==> src/logic/ics32_periph_settings.svh <==
// sizes and address map of the peripheral subsystem
// included by the packages and by every module that needs a width

`ifndef ICS32_PERIPH_SETTINGS_SVH
`define ICS32_PERIPH_SETTINGS_SVH

// bus address width and the bits that pick a region
`define ADDR_BITS 24
`define REGION_MSB 23
`define REGION_LSB 20

// cpu ram is 8192 words of 32 bits
`define RAM_WORDS 8192
`define RAM_ADDR_BITS 13

// red led lit out of reset
`define STATUS_RESET 2'b01

`define PAD_BITS 16

`endif

==> src/logic/soc_bus_pkg.sv <==
// bus side types: master request, subsystem response and the
// select word that the decoder hands to the arbiter and peripherals

`include "ics32_periph_settings.svh"

package soc_bus_pkg;

    // region number is address bits 23:20
    typedef enum logic [3:0] {
        REGION_RAM    = 4'd0,
        REGION_STATUS = 4'd1,
        REGION_DSP    = 4'd2,
        REGION_PAD    = 4'd3,
        REGION_IRQ    = 4'd4,
        REGION_NONE   = 4'hf
    } region_e;

    // nonzero wstrb marks a write
    typedef struct packed {
        logic [`ADDR_BITS-1:0] address;
        logic                  valid;
        logic [3:0]            wstrb;
        logic [31:0]           write_data;
    } bus_req_t;

    typedef struct packed {
        logic        ready;
        logic [31:0] read_data;
    } bus_rsp_t;

    // word is address bit 2
    typedef struct packed {
        region_e region;
        logic    en;
        logic    write;
        logic    word;
    } periph_sel_t;

endpackage

==> src/logic/soc_periph_pkg.sv <==
// peripheral side types: decoder states, gamepad control bits
// and the interrupt bit layout

package soc_periph_pkg;

    typedef enum logic [1:0] {
        DEC_IDLE = 2'd0,
        DEC_WAIT = 2'd1,
        DEC_DONE = 2'd2
    } dec_state_e;

    // latch is data bit 0, clk is data bit 1
    typedef struct packed {
        logic clk;
        logic latch;
    } pad_ctrl_t;

    // frame is bit 0, raster is bit 1
    typedef struct packed {
        logic raster;
        logic frame;
    } irq_bits_t;

endpackage

==> src/logic/cpu_irq_control.sv <==
// pending latches for the frame end and raster hit interrupts
// a write to the irq region acknowledges the bits set in the data

`timescale 1ns/1ps

module cpu_irq_control import soc_bus_pkg::*, soc_periph_pkg::*; (
    input  logic        vdp_clk,
    input  logic        vdp_reset,
    input  logic        frame_end,
    input  logic        raster_hit,
    input  periph_sel_t sel,
    input  logic [31:0] write_data,
    output irq_bits_t   irq,
    output logic [31:0] read_data
);
    irq_bits_t pending;
    irq_bits_t ack;

    assign ack = (sel.en && sel.write && (sel.region == REGION_IRQ)) ?
                 write_data[1:0] : 2'b00;

    always_ff @(posedge vdp_clk) begin
        if (vdp_reset) begin
            pending <= '0;
        end else begin
            // a new request beats an acknowledge in the same cycle
            pending.frame <= frame_end || (pending.frame && !ack.frame);
            pending.raster <= raster_hit || (pending.raster && !ack.raster);
        end
    end

    assign irq = pending;
    assign read_data = {30'h0, pending};

    assert property (@(posedge vdp_clk) disable iff (vdp_reset)
        $fell(pending.frame) |-> $past(ack.frame));
    assert property (@(posedge vdp_clk) disable iff (vdp_reset)
        $fell(pending.raster) |-> $past(ack.raster));

endmodule

==> config.mk <==
export PLATFORM = sky130hd
export DESIGN_NAME = cpu_irq_control
export DESIGN_NICKNAME = d
export VERILOG_FILES = /design/src/logic/soc_bus_pkg.sv /design/src/logic/soc_periph_pkg.sv /design/src/logic/cpu_irq_control.sv
export VERILOG_INCLUDE_DIRS = /design/src /design/src/logic
export SDC_FILE = /design/constraint.sdc
export NUM_CORES = 1
export LEC_CHECK = 0
export ABC_AREA = 1
export ABC_CLOCK_PERIOD_IN_PS = 800
export BUFFER_PORTS_ARGS = -buffer_cell sky130_fd_sc_hd__clkbuf_2
export CORE_MARGIN = 10
export CORE_UTILIZATION = 23
export CTS_CLUSTER_DIAMETER = 150
export CTS_CLUSTER_SIZE = 8
export DETAILED_ROUTE_END_ITERATION = 7
export PLACE_DENSITY = 0.8
export SLEW_MARGIN = 20
export SYNTH_ARGS = -nofsm -noshare
export SYNTH_HDL_FRONTEND = slang
export SYNTH_SLANG_ARGS = --single-unit
==> constraint.sdc <==
create_clock -name vdp_clk -period 0.8 [get_ports vdp_clk]
set_input_delay 0.04 -clock vdp_clk [delete_from_list [all_inputs] [get_ports vdp_clk]]
set_output_delay 0.04 -clock vdp_clk [all_outputs]
set_load 0.005 [all_outputs]
==> results.cfg <==
[hold_path]
hold_depth = 3
min_to = irq[1]
hp-class = primary input to flip-flop
worstHoldStart = raster_hit

[clock_tree]
post_cts_buffers = 0
clk_pin_slew_ps = 30
cts_tree = built
cts_made_buffers = 3
post_cts_resized = 0
worstSkewPairLatency_ps = 220
ctsRootBufferMaster = clkbuf_4
clock-sinks = 2
htreeDepth = 1
clock_path_buffers = 2
cts_hold_buf = 1

[critical_path]
end_kind = output pin
worstPathRequired_ps = 760
path_max_fanout = 3
r2r-end = irq[1]
path_class = flip-flop to output pin
cpMaxStageDelayCell = dfxtp_1
reg2reg_from = irq[1]
rrSetupSlack_ps = 230
cpPeakStageDelay_ps = 340
crit_family = flip-flops
r2r_cells = 2
path_cells = clkbuf_2
crit_buf_inv = 1
start_kind = flip-flop
worstPathArrival_ps = 690

[logic_synthesis]
ys_types = 10
synthAdderAreaFrac_pct = 0
synth_compound_area_share_pct = 2.92
ys_seq_area_share_pct = 11.7
ys_seq_elements = 2
avgSynthCellArea_um2 = 7.14
netlist_area_um2 = 343
yosys.area_share.xor_xnor_pct = 0
synthMuxAreaShare_pct = 0
yosys_warnings = 0
syn_inst = 48
synth_top_family_by_area = buffers and inverters
synthSimpleGateAreaFrac_pct = 10.9

[sta]
rsz0062_at_grt = no
hold_viol = 0
fmax_mhz = 1360
hold_ws_ps = 34.6
fin_worst_skew_ps = 0
fin_crit_sh_pct = 91.7
setup_viol = 0
tns_ps = 0
drv_slew = 0
min_period_ps = 734

[layout]
drive_above_1_share_pct = 31.3
multi_input_area_um2 = 160
regArea_um2 = 40.0
n_antenna_cell = 0
fin_nets = 109
nFillCells = 162
largest_reg_flops = 2
synthToLayoutAreaGrowth_pct = -1.46

[floorplan]
die_area_um2 = 3430
fp.dieH_um = 58.6
die_x_um = 58.6
initial_core_util_pct = 25.4
io_pins = 77
fp-row-count = 13
core_um2 = 1350

[global_route]
grt_first_pass_wirelength_um = 1300
gr-total-overflow = 0
grt_pass1_vias = 239
grt_antenna_before_repair = 0
grt_start_max_net_pins = 4
track_usage_pct = 5.24

[power]
irDropWorstVdd_uv = 445
power.density_nw_per_um2 = 1290
p_leak_nw = 0.228

[flow_run]
cap_violations = 0

[routing]
routed_wl_um = 903
drc = 0
viasPerCell = 2.92
routedWlPerCell_um = 11.4
dr_total_vias = 231
ant_nets = 0
first_pass_iters = 2
drt-initial-drc-count = 1

[outcome]
run_status = complete, no violations

[place]
dp.final_hpwl_um = 862
portBuffers = 15
gp_congestion = 0.693
## cells in the final DEF (no fill, tap or decap), drive strengths merged
| cell type | Yosys | layout |
|---|---|---|
| a21oi | 2 | 2 |
| dlygate4sd3 | 0 | 1 |
| dfxtp | 2 | 2 |
| conb | 1 | 30 |
| clkbuf | 0 | 18 |
| nor2 | 2 | 2 |
| inv | 3 | 3 |
| nand2 | 4 | 4 |
| nand3 | 2 | 2 |
## how the worst max path moves through the flow
stage	start	endpoint	slack [ps]	cells past startpoint
4_1_cts	irq[1]	irq[1]	50	1
5_1_grt	irq[1]	irq[1]	20	1
3_5_place_dp	sel[3]	irq[1]	180	7
2_1_floorplan	irq[0]	irq[0]	240	2
6_report	irq[1]	irq[1]	70	1
3_3_place_gp	sel[3]	irq[1]	190	7
## through the flow
stage / instance area (um2) / power (mW) / util [%] / std cells / setup slack (ps)
2_1_floorplan: 452 / 0.278 / - / 77 / 244
3_3_place_gp: 305 / 0.206 / 22.6 / 75 / 188
3_5_place_dp: 305 / 0.207 / 22.6 / 75 / 185
4_1_cts: 338 / 0.448 / 25.0 / 79 / 46.9
5_1_grt: 338 / 0.505 / 25.0 / 79 / 20.5
6_report: 338 / 0.435 / 25.0 / 79 / 66.1
## cells by family after synthesis
group,count (synthesis)
buffers and inverters,35
flip-flops,2
AND/OR/NAND/NOR,8
AO/OA/AOI/OAI,2
other,1
## synthesized netlist by cell type
cell / number / area, um2
a21oi_1: 2 / 10.0
buf_4: 32 / 240
conb_1: 1 / 3.75
dfxtp_1: 2 / 40.0
inv_1: 3 / 11.3
nand2_1: 3 / 11.3
nand2_2: 1 / 6.26
nand3_1: 2 / 10.0
nor2_1: 1 / 3.75
nor2_2: 1 / 6.26
## area by class of cell
class,instances,share of cell area [%]
Multi-Input combinational cell,40,47.4
Timing Repair Buffer,16,25.2
Sequential cell,2,11.9
Clock buffer,3,6.67
Tap cell,15,5.56
Inverter,3,3.33
## power breakdown
part	internal, mW	switching (mW)
clock	0.165	0.0540
combinational	0.0383	0.0645
sequential	0.108	0.00505
total	0.311	0.123
## routing by layer
metal	global-route usage, %	vias to the layer above	part of all wire, %
met2	6.37	31	40
met1	3.95	86	34
met5	0	-	0
met3	8.15	0	26
li1	-	114	-
met4	2.95	0	0
No activity file was read; power rests on OpenSTA's default activity.
