<file path="src/logic/ics32_periph_settings.svh">
// sizes and address map of the peripheral subsystem
// included by the packages and by every module that needs a width

`ifndef ICS32_PERIPH_SETTINGS_SVH
`define ICS32_PERIPH_SETTINGS_SVH

// bus address width and the bits that pick a region
`define ADDR_BITS 24
`define REGION_MSB 23
`define REGION_LSB 20

// cpu ram is 8192 words of 32 bits
`define RAM_WORDS 8192
`define RAM_ADDR_BITS 13

// red led lit out of reset
`define STATUS_RESET 2'b01

`define PAD_BITS 16

`endif

</file>
<file path="src/logic/soc_bus_pkg.sv">
// bus side types: master request, subsystem response and the
// select word that the decoder hands to the arbiter and peripherals

`include "ics32_periph_settings.svh"

package soc_bus_pkg;

    // region number is address bits 23:20
    typedef enum logic [3:0] {
        REGION_RAM    = 4'd0,
        REGION_STATUS = 4'd1,
        REGION_DSP    = 4'd2,
        REGION_PAD    = 4'd3,
        REGION_IRQ    = 4'd4,
        REGION_NONE   = 4'hf
    } region_e;

    // nonzero wstrb marks a write
    typedef struct packed {
        logic [`ADDR_BITS-1:0] address;
        logic                  valid;
        logic [3:0]            wstrb;
        logic [31:0]           write_data;
    } bus_req_t;

    typedef struct packed {
        logic        ready;
        logic [31:0] read_data;
    } bus_rsp_t;

    // word is address bit 2
    typedef struct packed {
        region_e region;
        logic    en;
        logic    write;
        logic    word;
    } periph_sel_t;

endpackage

</file>
<file path="src/logic/aux_regs.sv">
// status led register and the signed 16x16 multiplier
// operand a is word 0, operand b is word 1, reads return the product

`timescale 1ns/1ps
`include "ics32_periph_settings.svh"

module aux_regs import soc_bus_pkg::*; (
    input  logic        vdp_clk,
    input  logic        vdp_reset,
    input  periph_sel_t sel,
    input  logic [31:0] write_data,
    output logic [1:0]  status,
    output logic [31:0] read_data
);
    logic               status_write;
    logic               dsp_write;
    logic signed [15:0] mult_a;
    logic signed [15:0] mult_b;
    logic signed [31:0] product;

    assign status_write = sel.en && sel.write && (sel.region == REGION_STATUS);
    assign dsp_write = sel.en && sel.write && (sel.region == REGION_DSP);

    always_ff @(posedge vdp_clk) begin
        if (vdp_reset) begin
            status <= `STATUS_RESET;
        end else if (status_write) begin
            status <= write_data[1:0];
        end
    end

    always_ff @(posedge vdp_clk) begin
        if (dsp_write && !sel.word) begin
            mult_a <= write_data[15:0];
        end
        if (dsp_write && sel.word) begin
            mult_b <= write_data[15:0];
        end

        // product lags the operands by one cycle
        product <= mult_a * mult_b;
    end

    assign read_data = (sel.region == REGION_STATUS) ? {30'h0, status} : product;

endmodule

</file>
<file path="config.mk">
export PLATFORM = sky130hd
export DESIGN_NAME = aux_regs
export DESIGN_NICKNAME = d
export VERILOG_FILES = /design/src/logic/soc_bus_pkg.sv /design/src/logic/aux_regs.sv
export VERILOG_INCLUDE_DIRS = /design/src /design/src/logic
export SDC_FILE = /design/constraint.sdc
export NUM_CORES = 1
export LEC_CHECK = 0
export BUFFER_PORTS_ARGS = -buffer_cell sky130_fd_sc_hd__buf_2
export CAP_MARGIN = 30
export CORE_ASPECT_RATIO = 0.6
export CORE_MARGIN = 1.5
export CORE_UTILIZATION = 60
export CTS_CLUSTER_DIAMETER = 30
export DETAILED_ROUTE_END_ITERATION = 10
export PLACE_DENSITY = 0.79
export SLEW_MARGIN = 20
export SYNTH_ARGS = -nofsm -noshare
export SYNTH_HDL_FRONTEND = slang
export SYNTH_SLANG_ARGS = --single-unit
</file>
<file path="constraint.sdc">
create_clock -name vdp_clk -period 9.9 [get_ports vdp_clk]
set_input_delay 0.495 -clock vdp_clk [delete_from_list [all_inputs] [get_ports vdp_clk]]
set_output_delay 0.495 -clock vdp_clk [all_outputs]
set_load 0.1 [all_outputs]
</file>
==> flow_metrics.tcl <==
set metrics [dict create \
    critical_path_end_type "flip-flop" \
    postSynthAreaPerCell_um2 9.76 \
    outcome "finished, final reports clean" \
    place_area_um2 12500 \
    initial_cell_density_of_the_core_pct 62.0 \
    filler_cell_count 1509 \
    ant_nets 0 \
    number_of_antenna_violations_at_the_first_check_in_global_routing 2 \
    crit_required_ps 10090 \
    timing.final.crit_period_ps 6800 \
    synth-warning-count 0 \
    post-route-util_pct 66.3 \
    slew_headroom_pct 42.4 \
    synthesized_instance_count 1225 \
    clkLatencyLatePin_ps 340 \
    tritoncts.num_buffers 9 \
    htree_num_levels 3 \
    fmaxAchievable_mhz 147 \
    vias 8415 \
    routed_via_density 5.48 \
    crit_path_top_delay_cell "sky130_fd_sc_hd__fa_1" \
    cellInternalPower_uw 927 \
    max_cap_viol_count 0 \
    most_instantiated_flip_flop_cell_in_the_synthesis_netlist "sky130_fd_sc_hd__dfxtp_1" \
    worstSetupStartpointType "flip-flop" \
    drt-wirelength-per-cell_um 19.1 \
    final_min_period_over_clock_period_pct 68.7 \
    multi_input_area_um2 9090 \
    setup_viol_count_final 0 \
    syn_to_final_growth_pct 6.90 \
    detail_route.drc_violations 0 \
    p_sw_share_pct 52.4 \
    dpl.hpwl_um 23600 \
    globalRouteTotalUtil_pct 31.4 \
    report.final.slew_viol_count 0 \
    clock-sinks 66 \
    ff_latch_area_um2 1640 \
    cts_repair_resize_count 0 \
    num_io_pins 75 \
    wire_length_of_the_first_global_routing_pass_um 48400 \
    comb_power_share_pct 66.1 \
    async_reset_ff_share_pct 0 \
    hold_slack_ps 339 \
    synth_seq_cells 66 \
    p_leak_nw 6.39 \
    via_count_of_the_first_global_routing_pass 9075 \
    clk_path_buf_depth 2 \
    gp_congestion 0.890 \
    critical_path_buf_inv_count 3 \
    clock-skew-final_ps 9.66 \
    placement_rows 39 \
    die_area_um2 20800 \
    clock_power_share_pct 15.3 \
    net-switching-power_mw 1.02 \
    buffer_ports.inserted 58 \
    share_of_synthesized_area_occupied_by_flip_flops_and_latches_pct 13.7 \
    cts.clk_slew.worst_paths_ps 60 \
    ys_types 52 \
    tns_ps 0 \
    mappedNetlistArea_um2 12000 \
    grt_overflow 0 \
    criticalPathCategory "flip-flop to flip-flop" \
    core_area_um2 19300 \
    seq_power_share_pct 18.6 \
    power.ir.vdd_worst_v 0.000390 \
    maximum_number_of_pins_on_one_net_before_global_route_repair 18 \
    worstPathCellList "nand2_1, inv_1, fa_1, fa_1, fa_1, fa_1, fa_1, inv_1, fa_1, inv_1, ha_1, a21oi_1, a21boi_0, a211oi_1, nand2_1, o21a_1, o311ai_0" \
    ctsHoldBuffers 0 \
    worstPathMaxFanout 16 \
    clock_tree.root_cell "sky130_fd_sc_hd__clkbuf_16" \
    holdCritPathClass "input pin to flip-flop" \
    synth.net_count 1610 \
    critPathMostFrequentCell "sky130_fd_sc_hd__fa_1" \
    total_wire_length_after_detailed_routing_um 29300 \
    cts_post_setup_buffers_inserted 0 \
    drt_iter0_markers 759 \
    tritoncts "built" \
    power-per-cell-area_nw_per_um2 152 \
    rsz0062_at_grt "no" \
    worstPathArrival_ps 7000 \
    die-width_um 185 \
    hold_violations 0 \
    delay_heaviest_family_cp "adder cells" \
    detail_route.first_pass.iterations 5 \
    finalNetCount 1647 \
    die-height_um 112 \
    design_area_um2 12800 \
    max_stage_delay_on_crit_path_ps 880 \
    p_total_mw 1.95 \
    proportion_of_layout_cells_with_a_drive_suffix_above_1_pct 7.18 \
    synth_enable_flop_cells 32 \
    tightest_slew_ps 864 \
]
per-stage QoR:
| stage | instances | setup slack (ps) |
|---|---|---|
| 2_1_floorplan | 1225 | 4100 |
| 3_3_place_gp | 1517 | 3370 |
| 3_5_place_dp | 1517 | 3180 |
| 4_1_cts | 1533 | 3070 |
| 5_1_grt | 1534 | 2740 |
| 6_report | 1535 | 3100 |
path summary, 6_finish.rpt:
check             cells after the start                   start  slack [ps]                endpoint
setup / recovery                     17     mult_b[1]$_DFFE_PP_        3100     product[31]$_DFF_P_
setup reg to reg                     17     mult_b[1]$_DFFE_PP_        3100     product[31]$_DFF_P_
hold / removal                        2               vdp_reset         340  status[1]$_SDFFE_PP0P_
hold reg to reg                       2  status[1]$_SDFFE_PP0P_         580  status[1]$_SDFFE_PP0P_
cell type report:
type                       instances  share of cell area, %
timing repair buffer              64                   2.62
inverter                         292                   8.57
multi-input combinational        829                   71.2
antenna                            2                 0.0392
clock buffer                      10                   1.87
tap                              266                   2.60
sequential                        66                   12.8
clock inverter                     6                  0.294
logic make-up (layout without fill, tap and decap cells):
group                    count (synthesis)  in the layout  share of synthesized area (%)
multiplexers                             3              3                          0.272
flip-flops                              66             66                           13.7
adder cells (fa/ha/maj)                344            344                           52.4
AND/OR/NAND/NOR                        361            361                           15.7
AO/OA/AOI/OAI                           91             91                           5.14
XOR/XNOR                                30             30                           2.31
other                                    0              2                              0
buffers and inverters                  330            372                           10.4
layer usage:
| metal | global-route usage, % | vias up | wire, um |
|---|---|---|---|
| li1 | - | 3742 | - |
| met1 | 48.0 | 4181 | 13100 |
| met2 | 43.4 | 447 | 11800 |
| met3 | 10.5 | 43 | 3900 |
| met4 | 6.02 | 2 | 363 |
| met5 | 2.59 | - | 71 |
synth_stat cells, types with 2 or more instances:
master / n / area [um2]
sky130_fd_sc_hd__nor2b_1: 33 / 206
sky130_fd_sc_hd__buf_1: 3 / 11.3
sky130_fd_sc_hd__xor2_1: 8 / 70.1
sky130_fd_sc_hd__o2111ai_1: 2 / 17.5
sky130_fd_sc_hd__ha_1: 82 / 1030
sky130_fd_sc_hd__a21o_1: 8 / 60.1
sky130_fd_sc_hd__a21boi_0: 3 / 22.5
sky130_fd_sc_hd__nor3_1: 6 / 30.0
sky130_fd_sc_hd__fa_1: 262 / 5250
sky130_fd_sc_hd__mux2_2: 2 / 22.5
sky130_fd_sc_hd__o211ai_1: 6 / 45.0
sky130_fd_sc_hd__o21ai_0: 17 / 85.1
sky130_fd_sc_hd__and4_1: 3 / 26.3
sky130_fd_sc_hd__and2_1: 125 / 782
sky130_fd_sc_hd__o21bai_1: 4 / 30.0
sky130_fd_sc_hd__clkbuf_1: 34 / 128
sky130_fd_sc_hd__nor2_1: 26 / 97.6
sky130_fd_sc_hd__inv_1: 292 / 1100
sky130_fd_sc_hd__o311ai_0: 2 / 17.5
sky130_fd_sc_hd__and3_1: 4 / 25.0
sky130_fd_sc_hd__a21oi_1: 23 / 115
sky130_fd_sc_hd__dfxtp_1: 34 / 681
sky130_fd_sc_hd__nand2b_1: 6 / 37.5
sky130_fd_sc_hd__a31oi_1: 2 / 12.5
sky130_fd_sc_hd__nand4_1: 3 / 18.8
sky130_fd_sc_hd__edfxtp_1: 32 / 961
sky130_fd_sc_hd__a211oi_1: 5 / 37.5
sky130_fd_sc_hd__nor4_1: 3 / 18.8
sky130_fd_sc_hd__nand4b_1: 2 / 17.5
sky130_fd_sc_hd__xnor2_1: 21 / 184
sky130_fd_sc_hd__nand3_1: 7 / 35.0
sky130_fd_sc_hd__o21a_1: 7 / 52.6
sky130_fd_sc_hd__nand2_1: 134 / 503
sky130_fd_sc_hd__a2bb2oi_1: 2 / 17.5
sky130_fd_sc_hd__nor4b_1: 2 / 17.5
sky130_fd_sc_hd__nand3b_1: 4 / 30.0
flip-flops by register name (all words and copies together) (netlist names):
name and cells:
product 32, mult_a 16, mult_b 16, status 2
placed cells by master, fill, tap and decap left out, drive strengths merged, types with 3 or more instances in the layout:
cell / Yosys / final
inv: 292 / 296
fa: 262 / 262
nand2: 134 / 134
and2: 125 / 125
ha: 82 / 82
buf: 4 / 64
dfxtp: 34 / 34
nor2b: 33 / 33
edfxtp: 32 / 32
nor2: 26 / 26
a21oi: 24 / 24
xnor2: 21 / 21
o21ai: 17 / 17
clkbuf: 34 / 10
a21o: 8 / 8
xor2: 8 / 8
nand3: 7 / 7
o21a: 7 / 7
nand2b: 6 / 6
nor3: 6 / 6
o211ai: 6 / 6
a211oi: 5 / 5
and3: 4 / 4
o21bai: 4 / 4
nand3b: 4 / 4
nor4: 4 / 4
and4: 3 / 3
a21boi: 3 / 3
nand4: 3 / 3
worst reg2reg max path: stages, from the launching register on:
cell and delay (ps):
sky130_fd_sc_hd__edfxtp_1 870, sky130_fd_sc_hd__nand2_1 220, sky130_fd_sc_hd__inv_1 160, sky130_fd_sc_hd__fa_1 550, sky130_fd_sc_hd__fa_1 880, sky130_fd_sc_hd__fa_1 530
sky130_fd_sc_hd__fa_1 530, sky130_fd_sc_hd__fa_1 490, sky130_fd_sc_hd__inv_1 50, sky130_fd_sc_hd__fa_1 480, sky130_fd_sc_hd__inv_1 40, sky130_fd_sc_hd__ha_1 360
sky130_fd_sc_hd__a21oi_1 160, sky130_fd_sc_hd__a21boi_0 90, sky130_fd_sc_hd__a211oi_1 460, sky130_fd_sc_hd__nand2_1 140, sky130_fd_sc_hd__o21a_1 210, sky130_fd_sc_hd__o311ai_0 430
power by group through the flow:
stage	Clock [mW]	Sequential (mW)	Combinational, mW
finish	0.298	0.363	1.29
detailed placement	0	0.366	1.25
global route	0.312	0.368	1.40
global placement	0	0.367	1.24
floorplan	0	0.358	1.01
CTS	0.299	0.363	1.28
Note: power is estimated with default switching activity, not from simulation.
