## src/logic/ics32_periph_settings.svh

```systemverilog
// sizes and address map of the peripheral subsystem
// included by the packages and by every module that needs a width

`ifndef ICS32_PERIPH_SETTINGS_SVH
`define ICS32_PERIPH_SETTINGS_SVH

// bus address width and the bits that pick a region
`define ADDR_BITS 24
`define REGION_MSB 23
`define REGION_LSB 20

// cpu ram is 8192 words of 32 bits
`define RAM_WORDS 8192
`define RAM_ADDR_BITS 13

// red led lit out of reset
`define STATUS_RESET 2'b01

`define PAD_BITS 16

`endif

```

## src/logic/soc_bus_pkg.sv

```systemverilog
// bus side types: master request, subsystem response and the
// select word that the decoder hands to the arbiter and peripherals

`include "ics32_periph_settings.svh"

package soc_bus_pkg;

    // region number is address bits 23:20
    typedef enum logic [3:0] {
        REGION_RAM    = 4'd0,
        REGION_STATUS = 4'd1,
        REGION_DSP    = 4'd2,
        REGION_PAD    = 4'd3,
        REGION_IRQ    = 4'd4,
        REGION_NONE   = 4'hf
    } region_e;

    // nonzero wstrb marks a write
    typedef struct packed {
        logic [`ADDR_BITS-1:0] address;
        logic                  valid;
        logic [3:0]            wstrb;
        logic [31:0]           write_data;
    } bus_req_t;

    typedef struct packed {
        logic        ready;
        logic [31:0] read_data;
    } bus_rsp_t;

    // word is address bit 2
    typedef struct packed {
        region_e region;
        logic    en;
        logic    write;
        logic    word;
    } periph_sel_t;

endpackage

```

## src/logic/soc_periph_pkg.sv

```systemverilog
// peripheral side types: decoder states, gamepad control bits
// and the interrupt bit layout

package soc_periph_pkg;

    typedef enum logic [1:0] {
        DEC_IDLE = 2'd0,
        DEC_WAIT = 2'd1,
        DEC_DONE = 2'd2
    } dec_state_e;

    // latch is data bit 0, clk is data bit 1
    typedef struct packed {
        logic clk;
        logic latch;
    } pad_ctrl_t;

    // frame is bit 0, raster is bit 1
    typedef struct packed {
        logic raster;
        logic frame;
    } irq_bits_t;

endpackage

```

## src/logic/address_decoder.sv

```systemverilog
// registers each bus request and issues one select pulse for its region
// the request stays registered until the master drops valid

`timescale 1ns/1ps
`include "ics32_periph_settings.svh"

module address_decoder import soc_bus_pkg::*, soc_periph_pkg::*; (
    input  logic                  vdp_clk,
    input  logic                  vdp_reset,
    input  bus_req_t              bus_req,
    input  logic                  ready,
    output periph_sel_t           sel,
    output logic [`ADDR_BITS-1:0] address,
    output logic [31:0]           write_data,
    output logic [3:0]            wstrb
);
    bus_req_t   req_r;
    dec_state_e state;
    logic       sel_en;
    region_e    sel_region;
    logic       sel_write;
    logic       sel_word;

    function automatic region_e decode_region(input logic [3:0] bits);
        case (bits)
            4'd0:    decode_region = REGION_RAM;
            4'd1:    decode_region = REGION_STATUS;
            4'd2:    decode_region = REGION_DSP;
            4'd3:    decode_region = REGION_PAD;
            4'd4:    decode_region = REGION_IRQ;
            default: decode_region = REGION_NONE;
        endcase
    endfunction

    always_ff @(posedge vdp_clk) begin
        if (vdp_reset) begin
            req_r <= '0;
            state <= DEC_IDLE;
            sel_en <= 1'b0;
        end else begin
            req_r <= bus_req;
            sel_en <= 1'b0;

            case (state)
                DEC_IDLE: begin
                    if (req_r.valid) begin
                        sel_en <= 1'b1;
                        state <= DEC_WAIT;
                    end
                end
                DEC_WAIT: begin
                    if (ready) begin
                        state <= DEC_DONE;
                    end
                end
                // hold off until the master has dropped valid
                DEC_DONE: begin
                    if (!req_r.valid) begin
                        state <= DEC_IDLE;
                    end
                end
                default: state <= DEC_IDLE;
            endcase
        end
    end

    // select fields follow the registered request every cycle
    always_ff @(posedge vdp_clk) begin
        sel_region <= decode_region(req_r.address[`REGION_MSB:`REGION_LSB]);
        sel_write <= |req_r.wstrb;
        sel_word <= req_r.address[2];
    end

    assign sel = '{region: sel_region, en: sel_en, write: sel_write, word: sel_word};

    assign address = req_r.address;
    assign write_data = req_r.write_data;
    assign wstrb = req_r.wstrb;

    // one pulse per request, never back to back
    assert property (@(posedge vdp_clk) disable iff (vdp_reset) sel.en |=> !sel.en);

endmodule

```

## config.mk

```make
export PLATFORM = sky130hd
export DESIGN_NAME = address_decoder
export DESIGN_NICKNAME = d
export VERILOG_FILES = /design/src/logic/soc_bus_pkg.sv /design/src/logic/soc_periph_pkg.sv /design/src/logic/address_decoder.sv
export VERILOG_INCLUDE_DIRS = /design/src /design/src/logic
export SDC_FILE = /design/constraint.sdc
export NUM_CORES = 1
export LEC_CHECK = 0
export ABC_AREA = 1
export ABC_CLOCK_PERIOD_IN_PS = 1100
export BUFFER_PORTS_ARGS = -buffer_cell sky130_fd_sc_hd__buf_2
export CAP_MARGIN = 10
export CELL_PAD_IN_SITES_DETAIL_PLACEMENT = 2
export CELL_PAD_IN_SITES_GLOBAL_PLACEMENT = 2
export CORE_MARGIN = 10
export CORE_UTILIZATION = 24
export DETAILED_ROUTE_END_ITERATION = 12
export PLACE_DENSITY = 0.77
export REMOVE_ABC_BUFFERS = 1
export SETUP_SLACK_MARGIN = 0.5
export SLEW_MARGIN = 20
export SYNTH_ARGS = -nofsm -noshare
export SYNTH_HDL_FRONTEND = slang
export SYNTH_SLANG_ARGS = --single-unit
```

## constraint.sdc

```tcl
create_clock -name vdp_clk -period 1.1 [get_ports vdp_clk]
set_clock_uncertainty 0.15 [all_clocks]
set_input_delay 0.165 -clock vdp_clk [delete_from_list [all_inputs] [get_ports vdp_clk]]
set_output_delay 0.165 -clock vdp_clk [all_outputs]
set_load 0.01 [all_outputs]
```

==> results of run 1 <==
[cells by family (layout without fill, tap and decap cells)]
group / Yosys count / after routing
AO/OA/AOI/OAI: 3 / 3
buffers and inverters: 140 / 225
flip-flops: 70 / 70
AND/OR/NAND/NOR: 80 / 80
[report_power, final]
part	switching, mW	leakage [nW]	internal, mW
Combinational	0.308	1.23	0.362
Sequential	0.0644	0.595	2.69
Clock	0.911	0.0861	0.870
Total	1.28	1.91	3.92
[layout make-up]
cell class | count | share of cell area, %
Sequential cell | 70 | 42.1
Clock inverter | 4 | 0.649
Multi-Input combinational cell | 83 | 10.7
Timing Repair Buffer | 139 | 29.6
Tap cell | 136 | 4.90
Inverter | 70 | 7.86
Clock buffer | 12 | 4.18
[Yosys cell counts]
cell / count / area, um2
dfxtp_1: 70 / 1400
nand3_1: 1 / 5.00
nand2_1: 8 / 30.0
buf_4: 63 / 473
a21oi_1: 1 / 5.00
nor2_1: 71 / 267
buf_6: 6 / 67.6
o21ai_0: 2 / 10.0
inv_1: 70 / 263
buf_2: 1 / 5.00
[what timing repair did]
item | in CTS | in global routing
pin swaps | 10 | 6
endpoints found under the hold margin | 63 | 62
setup endpoints to repair | 75 | 76
cloned | 0 | 1
setup buffers | 4 | 2
resized for setup | 69 | 50
[how the worst max path moves through the flow]
| stage | cells past startpoint | from | slack [ns] | end |
|---|---|---|---|---|
| 2_1_floorplan | 2 | address[22] | 0.31 | sel_region[1] |
| 3_3_place_gp | 3 | vdp_reset | 0.20 | address[20] |
| 3_5_place_dp | 3 | vdp_reset | 0.15 | address[22] |
| 4_1_cts | 1 | address[17] | -0.03 | address[17] |
| 5_1_grt | 1 | address[20] | -0.05 | address[20] |
| 6_report | 1 | address[20] | -0.004 | address[20] |
[routing by layer]
metal | vias up | routed length [um] | track usage, %
met5 | - | 13 | 0
met4 | 2 | 29 | 2.43
met3 | 4 | 923 | 7.07
met2 | 79 | 3790 | 16.2
met1 | 877 | 2430 | 7.96
li1 | 907 | - | -
[per-stage QoR]
stage / utilization, % / setup TNS, ns / power, mW
after floorplan: - / 0 / 2.96
after global placement: 27.6 / 0 / 3.28
after detailed placement: 27.6 / 0 / 3.31
after CTS: 31.8 / -0.621 / 5.24
after global routing: 33.8 / -2.16 / 5.55
final: 33.8 / -0.00362 / 5.21
[registers in the layout, summed over array words and instances (netlist names)]
register,cells
address,24
req_r,1
sel_en,1
sel_region,4
sel_word,1
sel_write,1
state,2
write_data,32
wstrb,4
==> metrics.txt, run 1 <==
multiplexer area fraction after synthesis 0%; master cell of the clock root buffer clkbuf_8; routed vias 1869; CP Data Arrival Time 0.79 ns; per-cell via count in the routed design 3.64; post-synthesis compound-gate area fraction 0.594%; critical path launch point type flip-flop; relative slew slack 90.2%; area fraction in and, or, nand and nor cells after synthesis 11.9%; final global-route overflow total 0; classification of the worst-slack hold path in2reg; Cell Area, Synth 2530 um2; Synth Warn # 0; maximum number of pins on one net before global-route repair 34; vias in the first global route 2079; total number of nets in the final design 437; power per unit of standard cell area 1500 nW/um2; most common cell after layout, fill and taps aside buf_2; buffer depth of the longest clock path 2; Leakage 1.91 nW; Die Ht 123 um; number of buffers added by the clock tree synthesis step 9; Post-DP HPWL 5.41 mm; synthesized instance count 293; final design instance area without fill 3470 um2; beginning of the worst register-to-register path address[21]; cell count after placement 491; xor/xnor cell area share of the yosys netlist 0%; total number of placement rows 37; first-pass GRT wire length 10.6 mm; number of cells on the worst reg-to-reg path 3; worst path buffer plus inverter count 1; maximum level of the CTS H-tree 3; sequential share of the synthesized area 55.5%; flops & latches, synth 70; worst slack on hold paths -0.129 ns; Worst Setup Slack, final -0.00362 ns; standard cell area after detailed placement 2840 um2; area delta synth->final 37.3%; post-synthesis adder-cell area fraction 0%; post-place setup slack 0.153 ns; Worst-path clk slew 0.08 ns; final setup fails 1; library cells used by synthesis 10; Diodes inserted 0; critical path cell sequence buf_6; class of the most critical setup path reg2out; count of unresolved DRC violations after routing 0; fraction of final layout cells with drive strength greater than 1 56.3%; GRT Util Overall 9.16%; clock latency on the worst-skew pair 0.33 ns; Min Clock Period, post-route 1.10 ns; Iter 0 DRT Violations 44; Routed Wire Length 7.18 mm; ANT nets after route 0; Worst R2R End sel_region[1]; Slew Limit Fails 0; category of cells accounting for the largest share of critical-path delay flip-flops; final weighted congestion in routability-driven placement 0.683; Worst Tran Pin Value 0.146 ns; Syn Area/Cell 8.62 um2; initial antenna violation count 1; kind of capture point of the worst setup path output port; Worst EP required 0.78 ns; max cap viols 0; cell at the slowest stage of the critical path dfxtp_2; largest voltage drop on the vdd net 0.502 mV; average wire per cell in the routed design 14.0 um; CP peak stage delay 0.35 ns; main combinational cell family by area after synthesis buffers and inverters; final std cells w/o fill 514; TritonCTS clock tree built; setup repair after global routing missed its margin true; detailed-routing iteration count for the pre-antenna-repair pass 4; Die Outline Area 15000 um2; number of primary I/O pins 131; starting density of the core 24.6%; final period utilization 100%; Chip Width 123 um; worst hold endpoint address[5]; status finished, violations left; top library cells by usage in the layout, fill and taps aside 88 x buf_2, 65 x nor2_1, 65 x inv_1, 43 x buf_6, 42 x dfxtp_2; register-to-register path setup slack 0.17 ns; Final Hold Fails 62; highest clock rate 906 MHz; area of the multi-input gates 370 um2; clock sink count 70; placeable core region 10300 um2; violated checks hold timing, setup timing; largest driver fanout on the critical path 2; Hold Path Origin bus_req[42]; worst hold path depth 3; I/O Buffers 130; combined flip-flop and latch cell area 1460 um2; number of inserted filler cells in the final layout 1187
Power figures use the tool's default switching activity.
==> run 2, diff against run 1 <==
Settings changed: ABC_CLOCK_PERIOD_IN_PS 1100 to 900, CORE_UTILIZATION 24 to 22, PLACE_DENSITY 0.77 to 0.75.
Clock period 1.1 ns to 0.9 ns, I/O delays scaled along.
==> metrics.txt, run 2 (synthesis gave the netlist of run 1 again) <==
worst path buffer plus inverter count 1 (unchanged); largest voltage drop on the vdd net 0.758 mV (+51%); cell at the slowest stage of the critical path dfxtp_2; max FFs per register 32 (unchanged); critical path cell sequence buf_6; final setup fails 71 (+70); fraction of final layout cells with drive strength greater than 1 70.4% (+14 points); TritonCTS clock tree built; Slew Limit Fails 0 (unchanged); number of inserted filler cells in the final layout 1233 (+3.9%); master cell of the clock root buffer clkbuf_16; Leakage 2.13 nW (+11%); final global-route overflow total 0 (unchanged); vias in the first global route 2255 (+8.5%); status finished, violations left; first-pass GRT wire length 12.6 mm (+19%); final std cells w/o fill 532 (+3.5%); clock latency on the worst-skew pair 0.34 ns (about the same); number of buffers added by the clock tree synthesis step 9 (unchanged); violated checks hold timing, setup timing; maximum number of pins on one net before global-route repair 11 (-68%); critical path launch point type flip-flop; category of cells accounting for the largest share of critical-path delay flip-flops; maximum level of the CTS H-tree 3 (unchanged); largest driver fanout on the critical path 2 (unchanged); total number of nets in the final design 449 (+2.7%); starting density of the core 22.3% (-2.3 points); setup repair after global routing missed its margin true; average wire per cell in the routed design 16.5 um (+18%); routed vias 1949 (+4.3%); highest clock rate 926 MHz; area delta synth->final 65.9%; I/O Buffers 130 (unchanged); Die Ht 127 um (+3.7%); Final Hold Fails 62 (unchanged); class of the most critical setup path reg2out; top library cells by usage in the layout, fill and taps aside 83 x buf_2, 65 x inv_1, 49 x buf_6, 45 x dfxtp_2, 32 x nor2_4; Setup TNS Final -10.17 ns (-10.17 ns); Post-DP HPWL 5.77 mm (+6.6%); most common cell after layout, fill and taps aside buf_2; Worst EP required 0.61 ns (-0.17 ns); count of unresolved DRC violations after routing 0 (unchanged); Die Outline Area 16200 um2 (+7.6%); placeable core region 11300 um2 (+10%); Min Clock Period, post-route 1.08 ns; Diodes inserted 0 (unchanged); classification of the worst-slack hold path in2reg; total number of placement rows 39 (+5.4%); cell count after placement 499 (+1.6%); ANT nets after route 0 (unchanged); Chip Width 127 um (+3.7%); max cap viols 0 (unchanged); area of the multi-input gates 627 um2 (+69%); final period utilization 120%; CP peak stage delay 0.35 ns (about the same); Iter 0 DRT Violations 46 (+4.5%); detailed-routing iteration count for the pre-antenna-repair pass 4 (unchanged); final weighted congestion in routability-driven placement 0.714 (+4.6%); number of primary I/O pins 131 (unchanged); kind of capture point of the worst setup path output port; initial antenna violation count 1 (unchanged); CP Data Arrival Time 0.80 ns (about the same); power per unit of standard cell area 1860 nW/um2 (+24%); worst slack on hold paths -0.151 ns (-0.0221 ns); clock sink count 70 (unchanged); per-cell via count in the routed design 3.66 (+0.75%); Worst Tran Pin Value 0.119 ns (-0.0272 ns); Worst Setup Slack, final -0.180 ns (-0.177 ns); GRT Util Overall 10.3% (+1.1 points); buffer depth of the longest clock path 2 (unchanged); Routed Wire Length 8.80 mm (+22%); Worst-path clk slew 0.05 ns (-0.03 ns); relative slew slack 92.0% (+1.8 points); combined flip-flop and latch cell area 1470 um2 (+0.51%)
run 2: cell types whose count changed in the layout (fill, tap and decap cells not counted), sizes merged:
cell      change
buf          +11
clkinv        -2
clkbuf        +3
clkinvlp      -1
run 2: final timing paths:
| check | slack [ns] | cells past startpoint | from | endpoint |
|---|---|---|---|---|
| max | -0.18 | 1 | address[21] | address[21] |
| max reg2reg | -0.10 | 4 | address[23] | sel_region[0] |
| min | -0.15 | 3 | bus_req[60] | address[23] |
| min reg2reg | 0.21 | 0 | address[2] | sel_word |
run 2: cell type report:
type | count | area share (%)
tap | 143 | 4.27
multi-input combinational | 83 | 15.0
clock inverter | 1 | 0.119
timing repair buffer | 151 | 33.0
inverter | 70 | 6.27
clock buffer | 14 | 6.30
sequential | 70 | 35.0
run 2: timing repair:
item | 4_1_cts | 5_1_grt
buffers inserted | 5 | 3
gates resized for setup | 107 | 107
endpoints found under the hold margin | 63 | 62
setup endpoints to repair | 137 | 108
pin swaps | 12 | 17
cloned | 7 | 3
run 2: report_power, final:
| group | switching (mW) | internal, mW | total [mW] |
|---|---|---|---|
| Clock | 1.26 | 2.00 | 3.26 |
| Sequential | 0.0875 | 3.30 | 3.38 |
| Combinational | 0.508 | 0.642 | 1.15 |
run 2: through the flow:
| step | setup slack, ns | util, % | cell area [um2] | power, mW |
|---|---|---|---|---|
| 2_1_floorplan | 0.110 | - | 1980 | 3.61 |
| 3_3_place_gp | 0.0288 | 25.4 | 2870 | 4.02 |
| 3_5_place_dp | -0.0330 | 25.4 | 2870 | 4.06 |
| 4_1_cts | -0.201 | 32.7 | 3700 | 7.69 |
| 5_1_grt | -0.208 | 37.0 | 4190 | 8.18 |
| 6_report | -0.180 | 37.0 | 4190 | 7.79 |
run 2: metal layers:
layer	global-route usage, %	vias to the layer above	routed length [um]
li1	-	936	-
met1	10.3	905	3210
met2	16.5	92	4420
met3	6.45	14	981
met4	5.02	2	162
met5	0	-	18
