===== src/logic/ics32_periph_settings.svh =====
// sizes and address map of the peripheral subsystem
// included by the packages and by every module that needs a width

`ifndef ICS32_PERIPH_SETTINGS_SVH
`define ICS32_PERIPH_SETTINGS_SVH

// bus address width and the bits that pick a region
`define ADDR_BITS 24
`define REGION_MSB 23
`define REGION_LSB 20

// cpu ram is 8192 words of 32 bits
`define RAM_WORDS 8192
`define RAM_ADDR_BITS 13

// red led lit out of reset
`define STATUS_RESET 2'b01

`define PAD_BITS 16

`endif


===== src/logic/soc_bus_pkg.sv =====
// bus side types: master request, subsystem response and the
// select word that the decoder hands to the arbiter and peripherals

`include "ics32_periph_settings.svh"

package soc_bus_pkg;

    // region number is address bits 23:20
    typedef enum logic [3:0] {
        REGION_RAM    = 4'd0,
        REGION_STATUS = 4'd1,
        REGION_DSP    = 4'd2,
        REGION_PAD    = 4'd3,
        REGION_IRQ    = 4'd4,
        REGION_NONE   = 4'hf
    } region_e;

    // nonzero wstrb marks a write
    typedef struct packed {
        logic [`ADDR_BITS-1:0] address;
        logic                  valid;
        logic [3:0]            wstrb;
        logic [31:0]           write_data;
    } bus_req_t;

    typedef struct packed {
        logic        ready;
        logic [31:0] read_data;
    } bus_rsp_t;

    // word is address bit 2
    typedef struct packed {
        region_e region;
        logic    en;
        logic    write;
        logic    word;
    } periph_sel_t;

endpackage


===== src/logic/bus_arbiter.sv =====
// drives the cpu ram port and answers each select with a one cycle ready
// read data of the selected region is captured on the same edge

`timescale 1ns/1ps
`include "ics32_periph_settings.svh"

module bus_arbiter import soc_bus_pkg::*; (
    input  logic                      vdp_clk,
    input  logic                      vdp_reset,

    input  periph_sel_t               sel,
    input  logic [`ADDR_BITS-1:0]     address,
    input  logic [31:0]               write_data,
    input  logic [3:0]                wstrb,

    input  logic [31:0]               ram_read_data,
    input  logic [31:0]               aux_read_data,
    input  logic [31:0]               pad_read_data,
    input  logic [31:0]               irq_read_data,

    output logic                      ram_cs,
    output logic [`RAM_ADDR_BITS-1:0] ram_address,
    output logic [3:0]                ram_wstrb,
    output logic [31:0]               ram_write_data,

    output bus_rsp_t                  bus_rsp
);
    logic        ready_r;
    logic [31:0] read_data_r;
    logic [31:0] read_mux;

    // ram only sees a write during the select pulse
    assign ram_cs = sel.en && (sel.region == REGION_RAM);
    assign ram_wstrb = (ram_cs && sel.write) ? wstrb : 4'b0000;
    assign ram_address = address[`RAM_ADDR_BITS+1:2];
    assign ram_write_data = write_data;

    always_comb begin
        case (sel.region)
            REGION_RAM:    read_mux = ram_read_data;
            REGION_STATUS: read_mux = aux_read_data;
            REGION_DSP:    read_mux = aux_read_data;
            REGION_PAD:    read_mux = pad_read_data;
            REGION_IRQ:    read_mux = irq_read_data;
            // unmapped reads return zero
            default:       read_mux = 32'h0;
        endcase
    end

    always_ff @(posedge vdp_clk) begin
        if (vdp_reset) begin
            ready_r <= 1'b0;
        end else begin
            ready_r <= sel.en;
        end
    end

    always_ff @(posedge vdp_clk) begin
        if (sel.en) begin
            read_data_r <= read_mux;
        end
    end

    assign bus_rsp = '{ready: ready_r, read_data: read_data_r};

    // every ready answers a single select pulse from the decoder
    assert property (@(posedge vdp_clk) disable iff (vdp_reset)
        bus_rsp.ready |-> $past(sel.en) && !$past(sel.en, 2));

endmodule


===== config.mk =====
export PLATFORM = sky130hd
export DESIGN_NAME = bus_arbiter
export DESIGN_NICKNAME = d
export VERILOG_FILES = /design/src/logic/soc_bus_pkg.sv /design/src/logic/bus_arbiter.sv
export VERILOG_INCLUDE_DIRS = /design/src /design/src/logic
export SDC_FILE = /design/constraint.sdc
export NUM_CORES = 1
export LEC_CHECK = 0
export BUFFER_PORTS_ARGS = -buffer_cell sky130_fd_sc_hd__buf_2
export CAP_MARGIN = 30
export CORE_AREA = 2 2 110 112
export CTS_CLUSTER_DIAMETER = 50
export DETAILED_ROUTE_END_ITERATION = 6
export DIE_AREA = 0 0 112 114
export RECOVER_POWER = 25
export SYNTH_ARGS = -nofsm -noshare
export SYNTH_HDL_FRONTEND = slang
export SYNTH_SLANG_ARGS = --single-unit

===== constraint.sdc =====
create_clock -name vdp_clk -period 1.8 [get_ports vdp_clk]
set_clock_uncertainty 0.15 [all_clocks]
set_input_delay 0.18 -clock vdp_clk [delete_from_list [all_inputs] [get_ports vdp_clk]]
set_output_delay 0.18 -clock vdp_clk [all_outputs]
set_load 0.02 [all_outputs]

==> results of run 1 <==
## logic make-up after synthesis
kind of cell	share of synthesized area (%)
buffers and inverters	19.5
AND/OR/NAND/NOR	10.7
multiplexers	7.31
XOR/XNOR	0.376
AO/OA/AOI/OAI	19.9
flip-flops	42.2
## metrics by stage
stage                     std cells  hold slack (ns)  setup slack, ns  total power (uW)  area (um2)
final                           486           0.0643            0.168              2400        3210
after global routing            486           0.0696           0.0463              2510        3210
after CTS                       486           0.0551           0.0172              2430        3210
after detailed placement        477            0.192          -0.0244              1500        3040
after global placement          477            0.189         -0.00894              1490        3040
after floorplan                 205            0.102            0.262              1360        2330
## routing by layer
layer,vias to the layer above,global-route usage [%]
li1,1021,-
met1,984,12.5
met2,116,25.1
met3,35,3.03
met4,0,6.10
met5,-,0
## critical path: stages
cell    delay, ns
buf_2        0.13
nor2_2       0.16
buf_4        0.22
and3_2       0.26
and3_1       0.17
buf_2        0.18
## registers in the layout (all words and copies together), names as in the netlist
signal,flops
ready_r,1
read_data_r,32
## worst max path at each step
stage | end | slack, ns
after floorplan | read_data_r[12] | 0.26
after global placement | ram_wstrb[2] | -0.009
after detailed placement | ram_wstrb[2] | -0.02
after CTS | ram_wstrb[2] | 0.02
after global routing | ram_wstrb[2] | 0.05
final | ram_wstrb[2] | 0.17
## timing repair
| item | in CTS | in global routing |
|---|---|---|
| endpoints found under the setup margin | 1 | 4 |
| hold endpoints to repair | 1 | 0 |
| gates resized for setup | 1 | 1 |
| pin swaps | 0 | 0 |
| hold buffers | 1 | 0 |
| cloned | 0 | 0 |
## synthesized netlist by cell type (all sizes together)
cell type,n,share of area [%]
and3,20,5.4
nor2b,1,0.27
clkbuf,5,1.2
buf,57,18
mux2i,17,7.3
nor2,19,3.2
and2,2,0.75
edfxtp,32,41
dfxtp,1,0.86
a221o,32,14
a22o,15,5.9
nor3,2,0.86
xnor2,1,0.38
or3,1,0.27
## area by class of cell
type                       count  share of cell area [%]
timing repair buffer         188                    30.6
multi-input combinational    110                    28.1
clock buffer                   6                    4.01
clock inverter                 2                    1.05
tap                          147                    5.72
sequential                    33                    30.5
## where the power goes
group | internal, uW | switching [uW] | total (uW) | leakage, uW
Sequential | 921 | 17.0 | 938 | 0.000315
Combinational | 256 | 281 | 537 | 0.00121
Clock | 647 | 278 | 925 | 0.0000785
Total | 1820 | 576 | 2400 | 0.00160
==> impl_results.md, run 1 <==
* Metal3 WL at 740 um
* Commonest non-fill, non-tap cell in the layout: buf_2
* Flops & latches, synth at 33
* Unique masters post-synth at 20
* Post-DP HPWL at 7320 um
* Register Area at 981 um2
* Pwr/cell area at 747 mW/mm2
* Tmin final at 1.63 ns
* Core ar. at 0.0117 mm2
* First-pass GRT wire length at 12400 um
* Vias in the first global route at 2184
* Number of antenna violations at the first check in global routing at 0
* Critical Path Sink Type: output pin
* Inserted Clock Buffers at 5
* Drt initial violations at 81
* Syn_nets at 402
* Top routing layer used: met4
* Setup Crit Path Kind: input pin to output pin
* Largest net degree at the start of global routing at 34
* Post-synthesis sequential area ratio at 42.2%
* Die outline width at 112 um
* Clock buffer depth at 2
* TNS Setup at 0 ns
* Syn Inst Count at 205
* Final #Nets at 535
* Slew margin rel. at 45.3%
* Period utilisation layout at 90.7%
* I/O Pins at 280
* Hold WC Path Type: input pin to register
* TritonCTS clock tree: yes
* CP Launch Type: input pin
* YS warnings at 0
* Syn Area/Cell at 11.4 um2
* Fmax at 613 MHz
* Reg clk slew, reported paths at 0.05 ns
* Diodes inserted at 0
* Layout area overhead at 38.1%
* Area of the multi-input gates at 902 um2
* Max-slew violations at 0
* Die ar. at 0.0128 mm2
* Wirelength per Cell at 18.0 um
* Vias per cell at 4.44
* Commonest cells after routing, fill and taps aside: buf_2, edfxtp_1, a221o_1
* Met2 WL at 4830 um
* Clk sinks at 33
* Remaining antenna violation count after routing at 0
* Worst setup path start: sel[4]
* PortBufs at 177
* Site Rows at 40
* Final setup vio count at 0
* Worst slew pin tran at 0.816 ns
* Layout cells sized above 1 at 61.9%
* Status: finished clean
* Critical Path RT at 1.47 ns
* Arr. time, crit path at 1.30 ns
* Hold depth at 2
* DRC at 0
* Max Cap Viol at 0
* Worst vdd ir at 367 uV
* RSZ-0062 raised after global routing: false
* GRT overflow at 0
* All-layer global routing usage at 12.7%
* Setup bufs post-CTS at 0
* Worst Hold End: read_data_r[14]
* Initial core utilization at 19.9%
* Filler Cells Inserted at 1248
* Routability cong. at 0.772
* Post-Syn Area at 0.00233 mm2
* Max FO, Critical Path at 12
* Die Y at 114 um
* Final core occ at 27.4%
* Clock root buffer: clkbuf_16
* Lkg Pwr at 0.00160 uW
* TritonRoute pass-1 iters at 4
* Hold violation total from the final report at 0
* H-tree depth at 2
* HP Start: aux_read_data[14]
* Vias at 2156
* Routed wire length at 8740 um
* DRT met1 WL at 2850 um
Note: power is estimated with default switching activity, not from simulation.
==> run 2: changes to the inputs <==
--- a/config.mk
+++ b/config.mk
@@ -8,10 +8,12 @@
 export LEC_CHECK = 0
 export BUFFER_PORTS_ARGS = -buffer_cell sky130_fd_sc_hd__buf_2
 export CAP_MARGIN = 30
-export CORE_AREA = 2 2 110 112
+export CORE_AREA = 2 2 108 110
+export CTS_BUF_LIST = sky130_fd_sc_hd__clkbuf_8
 export CTS_CLUSTER_DIAMETER = 50
+export CTS_CLUSTER_SIZE = 14
 export DETAILED_ROUTE_END_ITERATION = 6
-export DIE_AREA = 0 0 112 114
+export DIE_AREA = 0 0 110 112
 export RECOVER_POWER = 25
 export SYNTH_ARGS = -nofsm -noshare
 export SYNTH_HDL_FRONTEND = slang
==> constraint.sdc (replaced) <==
create_clock -name vdp_clk -period 1.8 [get_ports vdp_clk]
set_clock_uncertainty 0.15 [all_clocks]
set_input_delay 0.18 -clock vdp_clk [delete_from_list [all_inputs] [get_ports vdp_clk]]
set_output_delay 0.18 -clock vdp_clk [all_outputs]
set_load 0.005 [all_outputs]
==> impl_results.md, run 2 (same netlist as run 1, synthesis figures left out) <==
* Clock buffer depth at 2
* H-tree depth at 2
* Arr. time, crit path at 1.31 ns
* Reg with most FFs: read_data_r
* First-pass GRT wire length at 13200 um
* CP Launch Type: input pin
* Hold-fix buffer count after cts at 1
* Crit path largest cell delay at 0.27 ns
* Vias at 2188
* WP buf/inv at 3
* Critical Path RT at 1.47 ns
* TritonCTS clock tree: yes
* Fmax at 611 MHz
* # resized after CTS at 0
* Wirelength per Cell at 19.0 um
* Max Cap Viol at 0
* Max FFs per register at 32
* Final WS setup at 0.164 ns
* Hold slack at 0.0468 ns
* Top Family by Delay on Critical Path: simple AND/OR/NAND/NOR gates
* RSZ-0062 raised after global routing: false
* Pwr/cell area at 655 mW/mm2
* Die outline width at 110 um
* Post-Place Setup Slack at 0.0800 ns
* Drt initial violations at 77
* Number of antenna violations at the first check in global routing at 0
* Largest regs: read_data_r: 32 flops, ready_r: 1 flops
* Lkg Pwr at 0.00158 uW
* Core ar. at 0.0112 mm2
* Clk sinks at 33
* Vias in the first global route at 2236
* Tmin final at 1.64 ns
* TNS Setup at 0 ns
* Status: finished clean
* Finished Cell Area at 0.00318 mm2
* Hold violation total from the final report at 0
* Routability cong. at 0.782
* Largest net degree at the start of global routing at 21
* CP max stage cell: and3_1
* Commonest cells after routing, fill and taps aside: buf_2, edfxtp_1, a221o_1
* HP Start: aux_read_data[2]
* Setup Crit Path Kind: input pin to output pin
* Diodes inserted at 0
* Site Rows at 39
* Slew margin rel. at 43.1%
* Die ar. at 0.0123 mm2
* Setup bufs post-CTS at 0
* Inserted Clock Buffers at 5
* Max FO, Critical Path at 13
* Final setup vio count at 0
* Remaining antenna violation count after routing at 0
* Post-DP HPWL at 7700 um
* Hold WC Path Type: input pin to register
* Hold depth at 2
* Initial core utilization at 20.8%
* Worst Hold End: read_data_r[2]
* All-layer global routing usage at 14.5%
* Reg clk slew, reported paths at 0.07 ns
* Layout area overhead at 36.8%
* DRC at 0
* Die Y at 112 um
* Clock root buffer: clkbuf_8
* Vias per cell at 4.53
* Max-slew violations at 0
* Routed wire length at 9170 um
* Worst vdd ir at 466 uV
* I/O Pins at 280
* Placed Area at 0.00306 mm2
* Final #Nets at 536
* Period utilisation layout at 90.9%
* Commonest non-fill, non-tap cell in the layout: buf_2
* Layout cells sized above 1 at 61.8%
* Worst slew pin tran at 0.849 ns
* Critical Path Sink Type: output pin
* TritonRoute pass-1 iters at 4
* Crit path cell chain: buf_2, nor2_1, buf_4, and3_1, and3_1, buf_2
* GRT overflow at 0
* PortBufs at 177
-- run 2: changes by cell type in the layout (fill, tap and decap cells not counted) --
cell | before | now
nor2_2 | 2 | 1
and3_1 | 19 | 20
clkbuf_16 | 5 | 0
clkinvlp_4 | 0 | 1
buf_4 | 9 | 8
and3_2 | 1 | 0
clkbuf_8 | 0 | 5
clkbuf_1 | 1 | 0
buf_12 | 1 | 3
nor2_1 | 17 | 18
-- run 2: final cells by class --
type                            count  area, um2
Clock inverter                      3       41.3
Tap cell                          143        179
Sequential cell                    33        981
Clock buffer                        5       68.8
Multi-Input combinational cell    110        898
Fill cell                        1207       7990
Timing Repair Buffer              189       1020
-- run 2: routing by layer --
metal	up-vias	routed length, um	global-route usage [%]
met5	-	0	0
met4	0	246	5.57
met3	29	988	4.51
met2	126	4880	27.6
met1	1013	3050	14.3
li1	1020	-	-
-- run 2: how the worst max path moves through the flow --
stage	slack [ns]	endpoint	startpoint	cells after the start
2_1_floorplan	0.26	read_data_r[12]	sel[5]	5
4_1_cts	0.11	ram_wstrb[3]	sel[4]	6
3_3_place_gp	0.12	read_data_r[4]	sel[4]	4
6_report	0.16	ram_wstrb[3]	sel[4]	6
5_1_grt	0.05	ram_wstrb[3]	sel[4]	6
3_5_place_dp	0.08	read_data_r[1]	sel[4]	4
-- run 2: where the power goes --
| group | switching (uW) | total (uW) | internal, uW | leakage, uW |
|---|---|---|---|---|
| sequential | 15.2 | 934 | 919 | 0.000315 |
| clock | 273 | 680 | 407 | 0.0000518 |
| combinational | 211 | 473 | 262 | 0.00122 |
| total | 499 | 2090 | 1590 | 0.00158 |
-- run 2: stage by stage --
stage               std cells  total power (uW)  utilization, %
finish                    483              2090            28.5
global route              483              2210            28.5
CTS                       483              2130            28.5
detailed placement        474              1430            27.4
global placement          474              1420            27.4
floorplan                 205              1210               -
==> run 3: changes to the inputs <==
==> constraint.sdc (replaced) <==
create_clock -name vdp_clk -period 1.86 [get_ports vdp_clk]
set_clock_uncertainty 0.15 [all_clocks]
set_input_delay 0.186 -clock vdp_clk [delete_from_list [all_inputs] [get_ports vdp_clk]]
set_output_delay 0.186 -clock vdp_clk [all_outputs]
set_load 0.02 [all_outputs]
==> impl_results.md, run 3 (same netlist as run 1, synthesis figures left out) <==
* Status: finished clean
* Clock root buffer: clkbuf_8
* Combinational group share of total power at 25.2%
* Routed wire length at 9090 um
* Clock share of power at 31.4%
* # resized after CTS at 0
* PortBufs at 177
* Vias in the first global route at 2166
* Drt initial violations at 112
* Core ar. at 0.0112 mm2
* All-layer global routing usage at 13.8%
* Worst vdd ir at 465 uV
* Fmax at 584 MHz
* Period utilisation layout at 92.0%
* Remaining antenna violation count after routing at 0
* Sequential share of power at 43.5%
* Commonest non-fill, non-tap cell in the layout: buf_2
* RSZ-0062 raised after global routing: false
* Worst slew pin tran at 0.843 ns
* Max-slew violations at 0
* GRT overflow at 0
* Post-DP HPWL at 7660 um
* Switch share at 26.4%
* Initial core utilization at 20.8%
* Setup bufs post-CTS at 0
* Die Y at 112 um
* Lkg Pwr at 0.00157 uW
* Die ar. at 0.0123 mm2
* Reg clk slew, reported paths at 0.07 ns
* Critical Path Sink Type: output pin
* Critical Path RT at 1.52 ns
* Hold slack at 0.0572 ns
* Hold WC Path Type: input pin to register
* Number of antenna violations at the first check in global routing at 0
* Vias at 2205
* Arr. time, crit path at 1.38 ns
* Clk sinks at 33
* Routability cong. at 0.819
* Layout area overhead at 35.4%
* Hold violation total from the final report at 0
* DRC at 0
* Final setup vio count at 0
* First-pass GRT wire length at 12500 um
* Slew margin rel. at 43.5%
* TNS Setup at 0 ns
* Setup Crit Path Kind: input pin to output pin
* Commonest cells after routing, fill and taps aside: buf_2, edfxtp_1, a221o_1
* Layout cells sized above 1 at 61.7%
* Wirelength per Cell at 18.9 um
* TritonCTS clock tree: yes
* Inserted Clock Buffers at 5
* Max FFs per register at 32
* H-tree depth at 2
* Pwr/cell area at 660 mW/mm2
* Final #Nets at 535
* TritonRoute pass-1 iters at 4
* Vias per cell at 4.57
* Crit path to: ram_wstrb[3]
* CP Launch Type: input pin
* Diodes inserted at 0
* Hold-fix buffer count after cts at 1
* Psw at 549 uW
* Site Rows at 39
* Worst setup path start: sel[4]
* Filler Cells Inserted at 1190
* Largest regs: read_data_r: 32 flops, ready_r: 1 flops
* Die outline width at 110 um
* Int Pwr at 1530 uW
* Tmin final at 1.71 ns
* Largest net degree at the start of global routing at 21
* I/O Pins at 280
* Clock buffer depth at 2
* Reg with most FFs: read_data_r
* Max FO, Critical Path at 13
* Max Cap Viol at 0
## run 3: cell types whose count changed in the layout (fill, tap and decap cells not counted), sizes merged
| cell | change |
|---|---|
| buf | -1 |
## run 3: area by class of cell
| class | count | area (um2) | area share [%] |
|---|---|---|---|
| Tap cell | 143 | 179 | 5.68 |
| Clock buffer | 5 | 68.8 | 2.18 |
| Timing Repair Buffer | 188 | 983 | 31.2 |
| Clock inverter | 3 | 41.3 | 1.31 |
| Multi-Input combinational cell | 110 | 898 | 28.5 |
| Sequential cell | 33 | 981 | 31.1 |
## run 3: how the worst min path moves through the flow
stage                                  from         endpoint  slack, ns  cells after the start
after global routing      aux_read_data[16]  read_data_r[16]       0.05                      2
final                     pad_read_data[12]  read_data_r[12]       0.06                      2
after global placement            vdp_reset          ready_r       0.19                      2
after detailed placement          vdp_reset          ready_r       0.20                      2
after floorplan                   vdp_reset          ready_r       0.11                      1
after CTS                 pad_read_data[24]  read_data_r[24]       0.04                      2
## run 3: power groups by stage
stage               clock [uW]  sequential [uW]  combinational (uW)
global placement             0              920                 523
finish                     653              904                 524
CTS                        684              905                 531
detailed placement           0              921                 528
floorplan                    0             1010                 305
global route               715              909                 568
## run 3: worst max-delay path, stage by stage
cell and delay [ns]:
buf_2 0.13, nor2_1 0.17, buf_4 0.24, and3_1 0.28, and3_1 0.20, buf_2 0.17
## run 3: per-layer routing
layer | vias up | wire length (um) | part of all wire, % | global-route usage (%)
met3 | 34 | 1010 | 11 | 4.57
met5 | - | 0 | 0 | 0
met4 | 0 | 294 | 3.2 | 5.99
li1 | 1018 | - | - | -
met2 | 123 | 4830 | 53 | 26.2
met1 | 1030 | 2960 | 33 | 13.0
## run 3: metrics by stage
stage | util (%) | cells | cell area [um2] | power (uW) | setup WS (ns)
after floorplan | - | 205 | 2330 | 1310 | 0.316
after global placement | 27.1 | 473 | 3030 | 1440 | 0.106
after detailed placement | 27.1 | 473 | 3030 | 1450 | 0.113
after CTS | 28.2 | 482 | 3150 | 2120 | 0.122
after global routing | 28.2 | 482 | 3150 | 2190 | 0.0388
final | 28.2 | 482 | 3150 | 2080 | 0.148
